===== src/source/lspcPkg.sv =====
// Shared widths, register word selects, LSPCMODE field positions and the write sequencer states
`default_nettype none

package lspcPkg;

	// ========================================
	// Data widths
	// ========================================
	typedef logic [15:0] cpuDataT;
	typedef logic [15:0] vramAddrT;
	// Word select from CPU address bits 3..1
	typedef logic [2:0]  regSelT;
	// Frames per animation step minus one
	typedef logic [7:0]  aaSpeedT;
	typedef logic [2:0]  aaCountT;
	typedef logic [19:0] sprTileT;

	// CPU VRAM write sequencer
	typedef enum logic [1:0] {
		idle     = 2'd0,
		waitSlot = 2'd1,
		bumpAddr = 2'd2
	} vramStateT;

	// ========================================
	// Register map ($3C0000 and up)
	// ========================================
	localparam regSelT REG_VRAMADDR = 3'd0;
	localparam regSelT REG_VRAMRW   = 3'd1;
	localparam regSelT REG_VRAMMOD  = 3'd2;
	localparam regSelT REG_LSPCMODE = 3'd3;

	// LSPCMODE bit fields
	localparam int MODE_AA_DISABLE  = 3;
	localparam int MODE_AA_SPEED_LO = 8;
	localparam int MODE_AA_SPEED_HI = 15;

	// Master divider width, 4 bits gives 3M and 1.5M
	localparam int DIV_STAGES_DEF = 4;

endpackage

`default_nettype wire


===== src/source/lspcClockDivider.sv =====
// Master clock divider with the CPU slot pulse and the 3 MHz and 1.5 MHz levels
`timescale 1ns/10ps
`default_nettype none

module lspcClockDivider #(
	parameter int DIV_STAGES = lspcPkg::DIV_STAGES_DEF
) (
	input  wire  CLK_24M,
	input  wire  T73A_OUT,
	output logic cpuSlot,
	output logic lspc3M,
	output logic lspc1_5M
);

	// Free-running master count
	logic [DIV_STAGES-1:0] divCnt;

	// ========================================
	// Divider chain
	// ========================================
	always_ff @(posedge CLK_24M or negedge T73A_OUT)
	begin
		if (!T73A_OUT)
		begin
			divCnt <= '0;
		end
		else
		begin
			// Wraps naturally at the top
			divCnt <= divCnt + {{(DIV_STAGES-1){1'b0}}, 1'b1};
		end
	end

	// Bit 2 toggles every 4 clocks
	// 24M / 8 gives 3M
	assign lspc3M   = divCnt[2];
	// Half of that again
	assign lspc1_5M = divCnt[3];

	// CPU access phase
	// One clock out of every four
	// Last quarter of each 3M half period
	assign cpuSlot = &divCnt[1:0];

endmodule

`default_nettype wire


===== src/source/lspcCpuRegs.sv =====
// CPU register write decode, VRAMMOD and LSPCMODE registers, and registered read data
`timescale 1ns/10ps
`default_nettype none

module lspcCpuRegs (
	input  wire                CLK_24M,
	input  wire                T73A_OUT,
	input  wire lspcPkg::regSelT  cpuAddr,
	input  wire lspcPkg::cpuDataT cpuDataIn,
	input  wire                cpuWe,
	input  wire                cpuRe,
	input  wire lspcPkg::vramAddrT vramAddr,
	input  wire lspcPkg::cpuDataT vramRdData,
	input  wire lspcPkg::aaCountT aaCount,
	output lspcPkg::cpuDataT   cpuDataOut,
	output logic               addrWrite,
	output logic               dataWrite,
	output lspcPkg::cpuDataT   wrData,
	output lspcPkg::cpuDataT   vramMod,
	output lspcPkg::aaSpeedT   aaSpeed,
	output logic               aaDisable
);

	import lspcPkg::*;

	// LSPCMODE as seen by a read
	cpuDataT modeRd;

	// ========================================
	// Write decode
	// ========================================
	// Strobes to the address unit
	// Same cycle as the CPU strobe
	assign addrWrite = cpuWe && (cpuAddr == REG_VRAMADDR);
	assign dataWrite = cpuWe && (cpuAddr == REG_VRAMRW);
	// Write bus shared by both strobes
	assign wrData = cpuDataIn;

	// Modulo and mode registers
	always_ff @(posedge CLK_24M or negedge T73A_OUT)
	begin
		if (!T73A_OUT)
		begin
			vramMod   <= '0;
			aaSpeed   <= '0;
			aaDisable <= 1'b0;
		end
		else if (cpuWe)
		begin
			if (cpuAddr == REG_VRAMMOD)
				vramMod <= cpuDataIn;
			if (cpuAddr == REG_LSPCMODE)
			begin
				aaSpeed   <= cpuDataIn[MODE_AA_SPEED_HI:MODE_AA_SPEED_LO];
				aaDisable <= cpuDataIn[MODE_AA_DISABLE];
			end
		end
	end

	// ========================================
	// Read side
	// ========================================
	// Speed in the high byte, flag and animation step low
	// No raster line here
	always_comb
	begin
		modeRd = '0;
		modeRd[MODE_AA_SPEED_HI:MODE_AA_SPEED_LO] = aaSpeed;
		modeRd[MODE_AA_DISABLE] = aaDisable;
		modeRd[2:0] = aaCount;
	end

	// Read data latched on the strobe and held until the next read
	always_ff @(posedge CLK_24M or negedge T73A_OUT)
	begin
		if (!T73A_OUT)
		begin
			cpuDataOut <= '0;
		end
		else if (cpuRe)
		begin
			case (cpuAddr)
				REG_VRAMADDR: cpuDataOut <= vramAddr;
				// Word at the current address from the VRAM
				REG_VRAMRW:   cpuDataOut <= vramRdData;
				REG_VRAMMOD:  cpuDataOut <= vramMod;
				REG_LSPCMODE: cpuDataOut <= modeRd;
				// Unmapped words read as zero
				default:      cpuDataOut <= '0;
			endcase
		end
	end

endmodule

`default_nettype wire


===== src/source/vramAddressUnit.sv =====
// VRAM address register with modulo auto-increment and the CPU slot write sequencer
`timescale 1ns/10ps
`default_nettype none

module vramAddressUnit (
	input  wire                CLK_24M,
	input  wire                T73A_OUT,
	input  wire                addrWrite,
	input  wire                dataWrite,
	input  wire lspcPkg::cpuDataT wrData,
	input  wire lspcPkg::cpuDataT vramMod,
	input  wire                cpuSlot,
	output lspcPkg::vramAddrT  vramAddr,
	output lspcPkg::cpuDataT   vramWrData,
	output logic               vramWe
);

	import lspcPkg::*;

	vramStateT state;

	// ========================================
	// Write sequencer
	// ========================================
	always_ff @(posedge CLK_24M or negedge T73A_OUT)
	begin
		if (!T73A_OUT)
		begin
			state    <= idle;
			vramAddr <= '0;
		end
		else
		begin
			case (state)
				idle:
					if (dataWrite)
						state <= waitSlot;
				// Hold until the CPU access phase comes round
				waitSlot:
					if (cpuSlot)
						state <= bumpAddr;
				// Write cycle itself
				// A new request here queues straight away
				bumpAddr:
					state <= dataWrite ? waitSlot : idle;
				default:
					state <= idle;
			endcase

			// Direct load wins over the increment
			if (addrWrite)
				vramAddr <= wrData;
			else if (state == bumpAddr)
				vramAddr <= vramAddr + vramMod;
		end
	end

	// Pending data
	// A later write simply overwrites it
	always_ff @(posedge CLK_24M)
	begin
		if (dataWrite)
			vramWrData <= wrData;
	end

	// One pulse with the old address still on the bus
	assign vramWe = (state == bumpAddr);

endmodule

`default_nettype wire


===== src/source/autoAnimator.sv =====
// Auto-animation frame pacing, animation step counter and sprite tile bit substitution
`timescale 1ns/10ps
`default_nettype none

module autoAnimator (
	input  wire                CLK_24M,
	input  wire                T73A_OUT,
	input  wire                frameStrobe,
	input  wire lspcPkg::aaSpeedT aaSpeed,
	input  wire                aaDisable,
	input  wire lspcPkg::sprTileT sprTile,
	input  wire                sprAa2,
	input  wire                sprAa3,
	output lspcPkg::aaCountT   aaCount,
	output lspcPkg::sprTileT   sprTileAnim
);

	import lspcPkg::*;

	// Frames left before the next step
	aaSpeedT speedCnt;
	logic    aa3En;
	logic    aa2En;

	// ========================================
	// Frame pacing
	// ========================================
	always_ff @(posedge CLK_24M or negedge T73A_OUT)
	begin
		if (!T73A_OUT)
		begin
			speedCnt <= '0;
			aaCount  <= '0;
		end
		else if (frameStrobe)
		begin
			// Runs even with the disable bit set
			if (speedCnt == '0)
			begin
				speedCnt <= aaSpeed;
				aaCount  <= aaCount + 3'd1;
			end
			else
			begin
				speedCnt <= speedCnt - 8'd1;
			end
		end
	end

	// ========================================
	// Tile substitution
	// ========================================
	// 8-frame loop takes priority over 4-frame loop
	assign aa3En = sprAa3 && !aaDisable;
	assign aa2En = aa3En || (sprAa2 && !aaDisable);

	assign sprTileAnim[19:3] = sprTile[19:3];
	assign sprTileAnim[2]    = aa3En ? aaCount[2] : sprTile[2];
	assign sprTileAnim[1:0]  = aa2En ? aaCount[1:0] : sprTile[1:0];

endmodule

`default_nettype wire


===== src/source/lspcCore.sv =====
// Top level of the CPU side tying divider, registers, VRAM address unit and animator together
`timescale 1ns/10ps
`default_nettype none

module lspcCore #(
	parameter int DIV_STAGES = lspcPkg::DIV_STAGES_DEF
) (
	input  wire                   CLK_24M,
	input  wire                   T73A_OUT,
	// CPU side
	input  wire lspcPkg::regSelT  cpuAddr,
	input  wire lspcPkg::cpuDataT cpuDataIn,
	output lspcPkg::cpuDataT      cpuDataOut,
	input  wire                   cpuWe,
	input  wire                   cpuRe,
	// VRAM side
	output lspcPkg::vramAddrT     vramAddr,
	output lspcPkg::cpuDataT      vramWrData,
	output logic                  vramWe,
	input  wire lspcPkg::cpuDataT vramRdData,
	// Frame and sprite side
	input  wire                   frameStrobe,
	input  wire lspcPkg::sprTileT sprTile,
	input  wire                   sprAa2,
	input  wire                   sprAa3,
	output lspcPkg::sprTileT      sprTileAnim,
	output logic                  s1h1,
	output logic                  s2h1,
	output lspcPkg::aaCountT      aaCount
);

	import lspcPkg::*;

	// ========================================
	// Internal nets
	// ========================================
	logic    cpuSlot;
	logic    addrWrite;
	logic    dataWrite;
	cpuDataT wrData;
	cpuDataT vramMod;
	aaSpeedT aaSpeed;
	logic    aaDisable;

	// Slot phase and the slow clock levels
	lspcClockDivider #(
		.DIV_STAGES(DIV_STAGES)
	) u_lspcClockDivider (
		.CLK_24M(CLK_24M), .T73A_OUT(T73A_OUT),
		.cpuSlot(cpuSlot), .lspc3M(s1h1), .lspc1_5M(s2h1)
	);

	lspcCpuRegs u_lspcCpuRegs (
		.CLK_24M(CLK_24M), .T73A_OUT(T73A_OUT),
		.cpuAddr(cpuAddr), .cpuDataIn(cpuDataIn), .cpuWe(cpuWe), .cpuRe(cpuRe),
		.vramAddr(vramAddr), .vramRdData(vramRdData), .aaCount(aaCount),
		.cpuDataOut(cpuDataOut), .addrWrite(addrWrite), .dataWrite(dataWrite),
		.wrData(wrData), .vramMod(vramMod), .aaSpeed(aaSpeed), .aaDisable(aaDisable)
	);

	vramAddressUnit u_vramAddressUnit (
		.CLK_24M(CLK_24M), .T73A_OUT(T73A_OUT),
		.addrWrite(addrWrite), .dataWrite(dataWrite), .wrData(wrData),
		.vramMod(vramMod), .cpuSlot(cpuSlot),
		.vramAddr(vramAddr), .vramWrData(vramWrData), .vramWe(vramWe)
	);

	// Count also read back through LSPCMODE
	autoAnimator u_autoAnimator (
		.CLK_24M(CLK_24M), .T73A_OUT(T73A_OUT),
		.frameStrobe(frameStrobe), .aaSpeed(aaSpeed), .aaDisable(aaDisable),
		.sprTile(sprTile), .sprAa2(sprAa2), .sprAa3(sprAa3),
		.aaCount(aaCount), .sprTileAnim(sprTileAnim)
	);

endmodule

`default_nettype wire


===== config.mk =====
export PLATFORM = sky130hd
export DESIGN_NAME = lspcCore
export DESIGN_NICKNAME = d
export VERILOG_FILES = /design/src/source/lspcPkg.sv /design/src/source/lspcClockDivider.sv /design/src/source/lspcCpuRegs.sv /design/src/source/vramAddressUnit.sv /design/src/source/autoAnimator.sv /design/src/source/lspcCore.sv
export SDC_FILE = /design/constraint.sdc
export NUM_CORES = 1
export LEC_CHECK = 0
export ABC_AREA = 1
export BUFFER_PORTS_ARGS = -buffer_cell sky130_fd_sc_hd__buf_2
export CORE_MARGIN = 2
export CORE_UTILIZATION = 37
export DETAILED_ROUTE_END_ITERATION = 8
export SLEW_MARGIN = 20
export SYNTH_ARGS = -nofsm -noshare
export SYNTH_HDL_FRONTEND = slang
export SYNTH_SLANG_ARGS = --single-unit

===== constraint.sdc =====
create_clock -name CLK_24M -period 2.4 [get_ports CLK_24M]
set_input_delay 0.24 -clock CLK_24M [delete_from_list [all_inputs] [get_ports CLK_24M]]
set_output_delay 0.24 -clock CLK_24M [all_outputs]
set_load 0.01 [all_outputs]

# Word-level counts from Yosys, hierarchy flattened
# Cells that the tools add are included.
[totals]
output_inout_bits = 74
regBits = 90
[op_classes]
eq_ne = 7
addsub = 4
n_reduce_logical = 15
mux = 10
[ops]
columns = ["cell", "count"]
rows = [
  ["case mux 16 bit (4 select lines)", 1],
  ["2-to-1 mux 16 bit", 2],
  ["adder 16 bit", 1],
  ["AND reduction 2 bit", 5],
  ["zero test 8 bit", 1],
  ["2-to-1 mux 8 bit", 1],
  ["subtractor 8 x 1 -> 8 bit, second input constant", 1],
  ["== test 3 x 2 -> 1 bit, second input constant", 2],
  ["2-to-1 mux 2 bit", 3],
  ["case mux 2 bit (3 select lines)", 1],
  ["adder 4 x 1 -> 4 bit, second input constant", 1],
  ["logical AND 1 bit", 4],
  ["adder 3 x 1 -> 3 bit, second input constant", 1],
  ["== test 3 x 1 -> 1 bit, second input constant", 1],
  ["zero test 3 bit", 1],
  ["== test 2 x 1 -> 1 bit, second input constant", 1],
  ["== test 2 bit, second input constant", 1],
  ["zero test 2 bit", 1],
  ["2-to-1 mux 1 bit", 2],
  ["!= test 2 x 1 -> 1 bit, second input constant", 1],
  ["!= test 2 bit, second input constant", 1],
  ["nonzero test 2 bit", 1],
  ["zero test 1 bit", 1],
  ["logical OR 1 bit", 1],
]

# Logic depth before layout (Yosys ltp)
# Gate-level depths: netlist of the first run.
[depth]
depth_word = 4
ltp_mapped = 11
ltp_nobuf = 11

# Hierarchy
# Synthesis of the first run repeated with hierarchy kept, for this count alone.
[unflattened]
hier_cells = 722
area_unflattened_um2 = 5520.3
[modules_own_cells]
columns = ["mod", "seq_area_each_um2", "area_each_um2", "cells_per_inst", "instances"]
rows = [
  ["vramAddressUnit", 930.9, 2215.9, 286, 1],
  ["lspcCpuRegs", 1026.0, 2213.4, 291, 1],
  ["autoAnimator", 275.3, 943.4, 133, 1],
  ["lspcClockDivider", 100.1, 147.6, 12, 1],
]

# Least setup slack after synthesis of the first run
# No wires, ideal clock.
[synth_timing]
path_kind = "input-to-reg"
from = "input cpuAddr[1]"
to = "register u_vramAddressUnit.vramWrData[0] (enable)"
required_time_ps = 2011
path_stages = 4
setup_slack_ps = 554
t_arrival_ps = 1457
cell_sequence = "nor3_4 buf_4 inv_1 nor2_1"
[synth_between]
elab_chain_cells = 2
[synth_lines]
columns = ["element", "line", "source"]
rows = [
  ["from (decl)", "lspcCore.sv:11", "input wire lspcPkg::regSelT cpuAddr,"],
  ["== test 3 x 1 -> 1 bit", "lspcCpuRegs.sv:35", "assign dataWrite = cpuWe && (cpuAddr == REG_VRAMRW);"],
  ["logical AND 1 bit", "lspcCpuRegs.sv:35", ""],
  ["to (signal assigned)", "vramAddressUnit.sv:63", "vramWrData <= wrData;"],
  ["to (decl)", "vramAddressUnit.sv:14", "output lspcPkg::cpuDataT vramWrData,"],
]
# No other way between the ends.
# A chain may end at the register's enable or synchronous reset.

# Final worst setup path of the first run
[layout_timing]
from = "register u_vramAddressUnit.vramAddr[0]"
to = "register u_vramAddressUnit.vramAddr[14]"
[layout_between]
elab_chain_cells = 3
[layout_lines]
columns = ["element", "line", "source"]
rows = [
  ["from (decl)", "vramAddressUnit.sv:13", "output lspcPkg::vramAddrT vramAddr,"],
  ["from (signal assigned)", "vramAddressUnit.sv:52", "vramAddr <= wrData;"],
  ["from (signal assigned)", "vramAddressUnit.sv:54", "vramAddr <= vramAddr + vramMod;"],
  ["adder 16 bit", "vramAddressUnit.sv:54", ""],
  ["2-to-1 mux 16 bit", "vramAddressUnit.sv:53", "else if (state == bumpAddr)"],
  ["2-to-1 mux 16 bit", "vramAddressUnit.sv:51", "if (addrWrite)"],
]
# No other way between the ends. The select of a mux whose other input is x is not followed.

==> results of run 1 <==
[worst paths after layout]
path	start	end	slack, ns	cells after the start
worst max-delay path	u_vramAddressUnit.vramAddr[0]	u_vramAddressUnit.vramAddr[14]	0.52	10
worst min-delay path	cpuDataIn[2]	u_vramAddressUnit.vramWrData[2]	0.09	1
worst max register to register	u_vramAddressUnit.vramAddr[0]	u_vramAddressUnit.vramAddr[14]	0.52	10
worst min register to register	u_lspcClockDivider.divCnt[0]	u_lspcClockDivider.divCnt[0]	0.46	1
max in group asynchronous	T73A_OUT	u_lspcCpuRegs.vramMod[12]	1.60	3
min in group asynchronous	T73A_OUT	u_lspcClockDivider.divCnt[0]	0.46	3
[sequential cells by signal, indices dropped and copies added, names as in the netlist, 3 cells and up]
register                      count
u_autoAnimator.speedCnt           8
u_lspcCpuRegs.vramMod            16
u_autoAnimator.aaCount            3
u_lspcClockDivider.divCnt         4
u_lspcCpuRegs.aaSpeed             8
u_vramAddressUnit.vramWrData     16
u_vramAddressUnit.vramAddr       16
u_lspcCpuRegs.cpuDataOut         16
[report_power, final]
| group | switching [mW] | leakage (nW) | internal [mW] | total [mW] |
|---|---|---|---|---|
| Clock | 0.607 | 0.161 | 0.980 | 1.59 |
| Sequential | 0.340 | 1.08 | 1.90 | 2.24 |
| Combinational | 1.30 | 1.90 | 0.889 | 2.19 |
[kinds of logic (layout without fill, tap and decap cells)]
group | count (synthesis) | after routing | share of synthesized area
AOI/OAI and AO/OA | 75 | 75 | 0.0859
xor gates and xnor gates | 9 | 9 | 0.0155
adders and majority gates | 20 | 20 | 0.0507
buffers and inverters | 103 | 198 | 0.0967
DFF | 90 | 90 | 0.459
muxes | 22 | 22 | 0.0531
and+or+nand+nor | 282 | 282 | 0.239
[repair_timing]
| item | 4_1_cts | 5_1_grt |
|---|---|---|
| setup buffers | 0 | 0 |
| hold endpoints to repair | 74 | 0 |
| hold buffers | 1 | 0 |
[cell usage after synthesis, types with 6 or more instances]
cell      count
inv_1        69
buf_4        19
dfrtp_1      74
nor2_1       25
nand3_1      26
nand2_1     197
o21ai_0      27
edfxtp_1     16
nand4_1      13
ha_1         19
mux2_2       16
o21ai_1      13
a21oi_1      15
mux2_4        6
o21ai_2      10
[through the flow]
stage	cell area (um2)	utilization	worst slack [ns]
2_1_floorplan	5080	-	0.554
3_3_place_gp	5660	0.424	0.601
3_5_place_dp	5660	0.424	0.541
4_1_cts	6010	0.450	0.509
5_1_grt	6010	0.450	0.383
6_report	6010	0.450	0.516
[layout make-up]
class                   count  area [um2]  area share
flip-flops and latches     90        2330       0.388
multi-input cells         408        2260       0.377
repair buffers            109         581      0.0966
inverters                  73         274      0.0456
clock buffers              11         254      0.0423
well taps                 176         220      0.0366
clock inverters             5        85.1      0.0142
[routing by layer]
layer / up-vias / part of all wire / GRT usage
li1: 2124 / - / -
met1: 2048 / 0.47 / 0.264
met3: 16 / 0.047 / 0.0357
met5: - / 0 / 0
met2: 92 / 0.47 / 0.287
met4: 0 / 0.016 / 0.0611
[worst max-delay path: cells and delay by family (launching register included)]
kind,cells,cell delay [ns]
adder cells (fa/ha/maj),2,0.66
flip-flops,1,0.41
AND/OR/NAND/NOR,8,0.69
==> results.cfg, run 1 <==
[outcome]
status = finished clean

[sta]
setup_violations = 0
post-route-period-util = 0.785
final_max_slew_viol_count = 0
rsz0062_at_grt = no
hold_viol_final = 0
whs_ns = 0.0875
max_slew_margin = 0.628
layout_min_cycle_time_ns = 1.88
clock_skew_ns = 0.00601
tns_ns = 0
worst_slew_pin_slew_ns = 0.556
max_freq_mhz = 531

[synthesis]
yosys-top-cells-area = dfrtp_1 36%, nand2_1 15%, edfxtp_1 9.4%
syn_area_per_cell_um2 = 8.46
yosysTopAreaCell = dfrtp_1
synth_area_mm2 = 0.00508
ys.flop_type = dfrtp_1
async_reset_ff_frac = 0.822
synth_seq_area_share = 0.459
synth_top_area_frac = 0.364
netlist_instances = 601
syn_nets = 683
yosys_warnings = 0
synthDistinctLibCells = 38
synth_edf_count = 16
synth_seq_cells = 90

[detailed_routing]
drt_iter0_drc = 271
viasPerCell = 4.91
drtPass1Iterations = 5
vias = 4280
wl_per_cell_um = 15.0
routed_wl_mm = 13.1
final_antenna_net_count = 0
drc_errors = 0

[pwr]
finalPower_mw = 6.02
p_leak_nw = 3.13
ir_worst_vdd_mv = 0.344
power_density_mw_per_mm2 = 1000

[grt]
grt_pass1_vias = 4192
antenna_found_initial = 0
grt_pass1_wl_mm = 21.5
grt_max_degree = 75
grt_usage = 0.186
gr-total-overflow = 0

[clock_tree]
cts.sinks = 90
root_buffer = clkbuf_16
cts_tree = built
cts_buffer_depth = 2
worstSkewPairLatency_ns = 0.34
cts_buffers = 9
htreeDepth = 3
cts.repair.resized = 0
clkTransAtPathRegs_ns = 0.07

[setup_path]
critPathCaptureType = flop
cp_cell_sequence = ha_1 -> fa_1 -> nand2_1 -> nand2_1 -> nand3b_1 -> nand2_1 -> nand2_1 -> nand3_1 -> nand3_1 -> nand2_1
worst-setup-path-type = flop to flop
max_stage_delay_ns = 0.42
crit_required_ns = 2.63
crit_arrival_ns = 2.11
worstPathMaxFanout = 4
startpoint_type = flop
cp_slowest_cell = fa_1
critPathMostFrequentCell = nand2_1

[floorplan]
design.die.area_mm2 = 0.0147
core_mm2 = 0.0133
fp.dieH_um = 121
die_w_um = 121
row_count = 42
io-pin-count = 136
initial_core_util = 0.381

[final_layout]
nNetsFinal = 773
final_cell_mix = 197 x nand2_1, 101 x buf_2, 74 x dfrtp_1
n_fill_cell = 1368
post_route_cells_drive_above_1_share = 0.244
mostFrequentLayoutCell = nand2_1
area_growth_pct = 18.2
antennaDiodeCount = 0
instances_no_fill = 872

[hold_path]
hold_class = input port to flop

[job]
cap_violations = 0

[placed_design]
gp_congestion = 0.853
placed_cells = 855
io_buffers = 101
dp_hpwl_mm = 9.63
(Power assumes the default switching activity.)
==> run 2: changes to the inputs <==
==> constraint.sdc (replaced) <==
create_clock -name CLK_24M -period 1.95 [get_ports CLK_24M]
set_input_delay 0.195 -clock CLK_24M [delete_from_list [all_inputs] [get_ports CLK_24M]]
set_output_delay 0.195 -clock CLK_24M [all_outputs]
set_load 0.01 [all_outputs]
==> run 2 against run 1 <==
Net effect:
- cell count grew 0.11%
- combinational power rose by 22%
- sequential cell count unchanged
- clock skew increased by 0.0016 ns
- clock power rose by 4%
- clock-buffer cell count is 1 lower
- die area unchanged
- maximum frequency is 4.9% higher
==> results.cfg, run 2 (same netlist as run 1, synthesis figures left out) <==
[outcome]
status = finished clean

[placed_design]
placed_cells = 856
gp_congestion = 0.850
dp_hpwl_mm = 9.59
io_buffers = 101

[clock_tree]
htreeDepth = 3
cts_buffer_depth = 2
root_buffer = clkbuf_16
cts.sinks = 90
worstSkewPairLatency_ns = 0.34
post-cts-setup-buffers = 0
clkTransAtPathRegs_ns = 0.07
cts_buffers = 9
cts_tree = built

[pwr]
ir_worst_vdd_mv = 0.416
power_density_mw_per_mm2 = 1190
finalPower_mw = 7.09
p_leak_nw = 3.11

[sta]
worst_slew_pin_slew_ns = 0.472
rsz0062_at_grt = no
max_slew_margin = 0.685
setup_violations = 0
final_max_slew_viol_count = 0
clock_skew_ns = 0.00764
max_freq_mhz = 557
tns_ns = 0
post-route-period-util = 0.921
hold_viol_final = 0
layout_min_cycle_time_ns = 1.80

[setup_path]
crit_arrival_ns = 2.02
cp_num_buf_inv = 0
critPathCaptureType = flop
cp_cell_sequence = ha_1 -> fa_2 -> nand2_1 -> nand2_1 -> and2_1 -> nand2_1 -> nand2_1 -> o21ai_0 -> nand2_1
crit_family = adder cells
critPathMostFrequentCell = nand2_1
startpoint_type = flop
max_stage_delay_ns = 0.41
cp_slowest_cell = dfrtp_1
worstPathMaxFanout = 4
worst-setup-path-type = flop to flop
crit_required_ns = 2.17

[detailed_routing]
wl_met3_um = 385
routed_wl_mm = 12.9
viasPerCell = 4.74
wl_met2_mm = 6.11
top_layer = met4
wl_met1_mm = 6.23
final_antenna_net_count = 0
wl_per_cell_um = 14.7
drtPass1Iterations = 4
drt_iter0_drc = 218
vias = 4140
drc_errors = 0

[grt]
antenna_found_initial = 0
grt_usage = 0.181
grt_max_degree = 75
gr-total-overflow = 0
grt_pass1_vias = 4082
grt_pass1_wl_mm = 20.9

[final_layout]
instances_no_fill = 873
nNetsFinal = 774
area_growth_pct = 17.3
post_route_cells_drive_above_1_share = 0.251
antennaDiodeCount = 0
mostFrequentLayoutCell = nand2_1
n_fill_cell = 1363
final_cell_mix = 197 x nand2_1, 101 x buf_2, 74 x dfrtp_1

[floorplan]
core_mm2 = 0.0133
row_count = 42
fp.dieH_um = 121
io-pin-count = 136
initial_core_util = 0.381
design.die.area_mm2 = 0.0147
die_w_um = 121

[hold_path]
hold_class = input port to flop

[job]
cap_violations = 0
## run 2: cell count changes in the layout (fill, tap and decap cells not counted), sizes merged
cell / previous run / this run
bufinv: 2 / 0
clkinvlp: 1 / 3
buf: 108 / 109
clkbuf: 11 / 10
inv: 73 / 74
## run 2: final timing paths
path                                                from                              end  slack, ns  cells past startpoint
min in group asynchronous                       T73A_OUT     u_lspcClockDivider.divCnt[2]       0.39                      3
min                                         cpuDataIn[2]  u_vramAddressUnit.vramWrData[2]       0.04                      1
max in group asynchronous                       T73A_OUT   u_vramAddressUnit.vramAddr[10]       1.17                      3
min reg2reg                 u_lspcClockDivider.divCnt[0]     u_lspcClockDivider.divCnt[0]       0.46                      1
max reg2reg                u_vramAddressUnit.vramAddr[0]    u_vramAddressUnit.vramAddr[8]       0.15                      9
max                        u_vramAddressUnit.vramAddr[0]    u_vramAddressUnit.vramAddr[8]       0.15                      9
## run 2: cell type report
cell class	instances	area [um2]	area share
sequential	90	2330	0.391
multi-input combinational	408	2270	0.380
timing repair buffer	110	588	0.0986
inverter	73	274	0.0460
clock buffer	10	239	0.0401
tap	176	220	0.0369
clock inverter	6	41.3	0.00692
## run 2: what timing repair did
action                     in CTS  in global routing
hold buffers                    1                  0
setup endpoints to repair       0                  7
hold endpoints to repair       74                  0
resized for setup               0                  3
## run 2: routing by layer
metal / track usage / vias up
met1: 0.252 / 1946
met5: 0 / -
li1: - / 2120
met2: 0.292 / 57
met4: 0.0438 / 0
met3: 0.0334 / 17
## run 2: per-stage QoR
step / area, um2 / hold slack, ns / worst slack (ns) / util
floorplan: 5080 / -0.101 / 0.149 / -
global placement: 5670 / 0.265 / 0.148 / 0.425
detailed placement: 5670 / 0.268 / 0.138 / 0.425
CTS: 5960 / 0.0339 / 0.115 / 0.446
global route: 5960 / 0.0392 / 0.0174 / 0.447
finish: 5960 / 0.0446 / 0.154 / 0.447
## run 2: power by group
group          internal, mW  switching [mW]
clock                 0.899           0.749
sequential             2.34           0.418
combinational          1.10            1.58
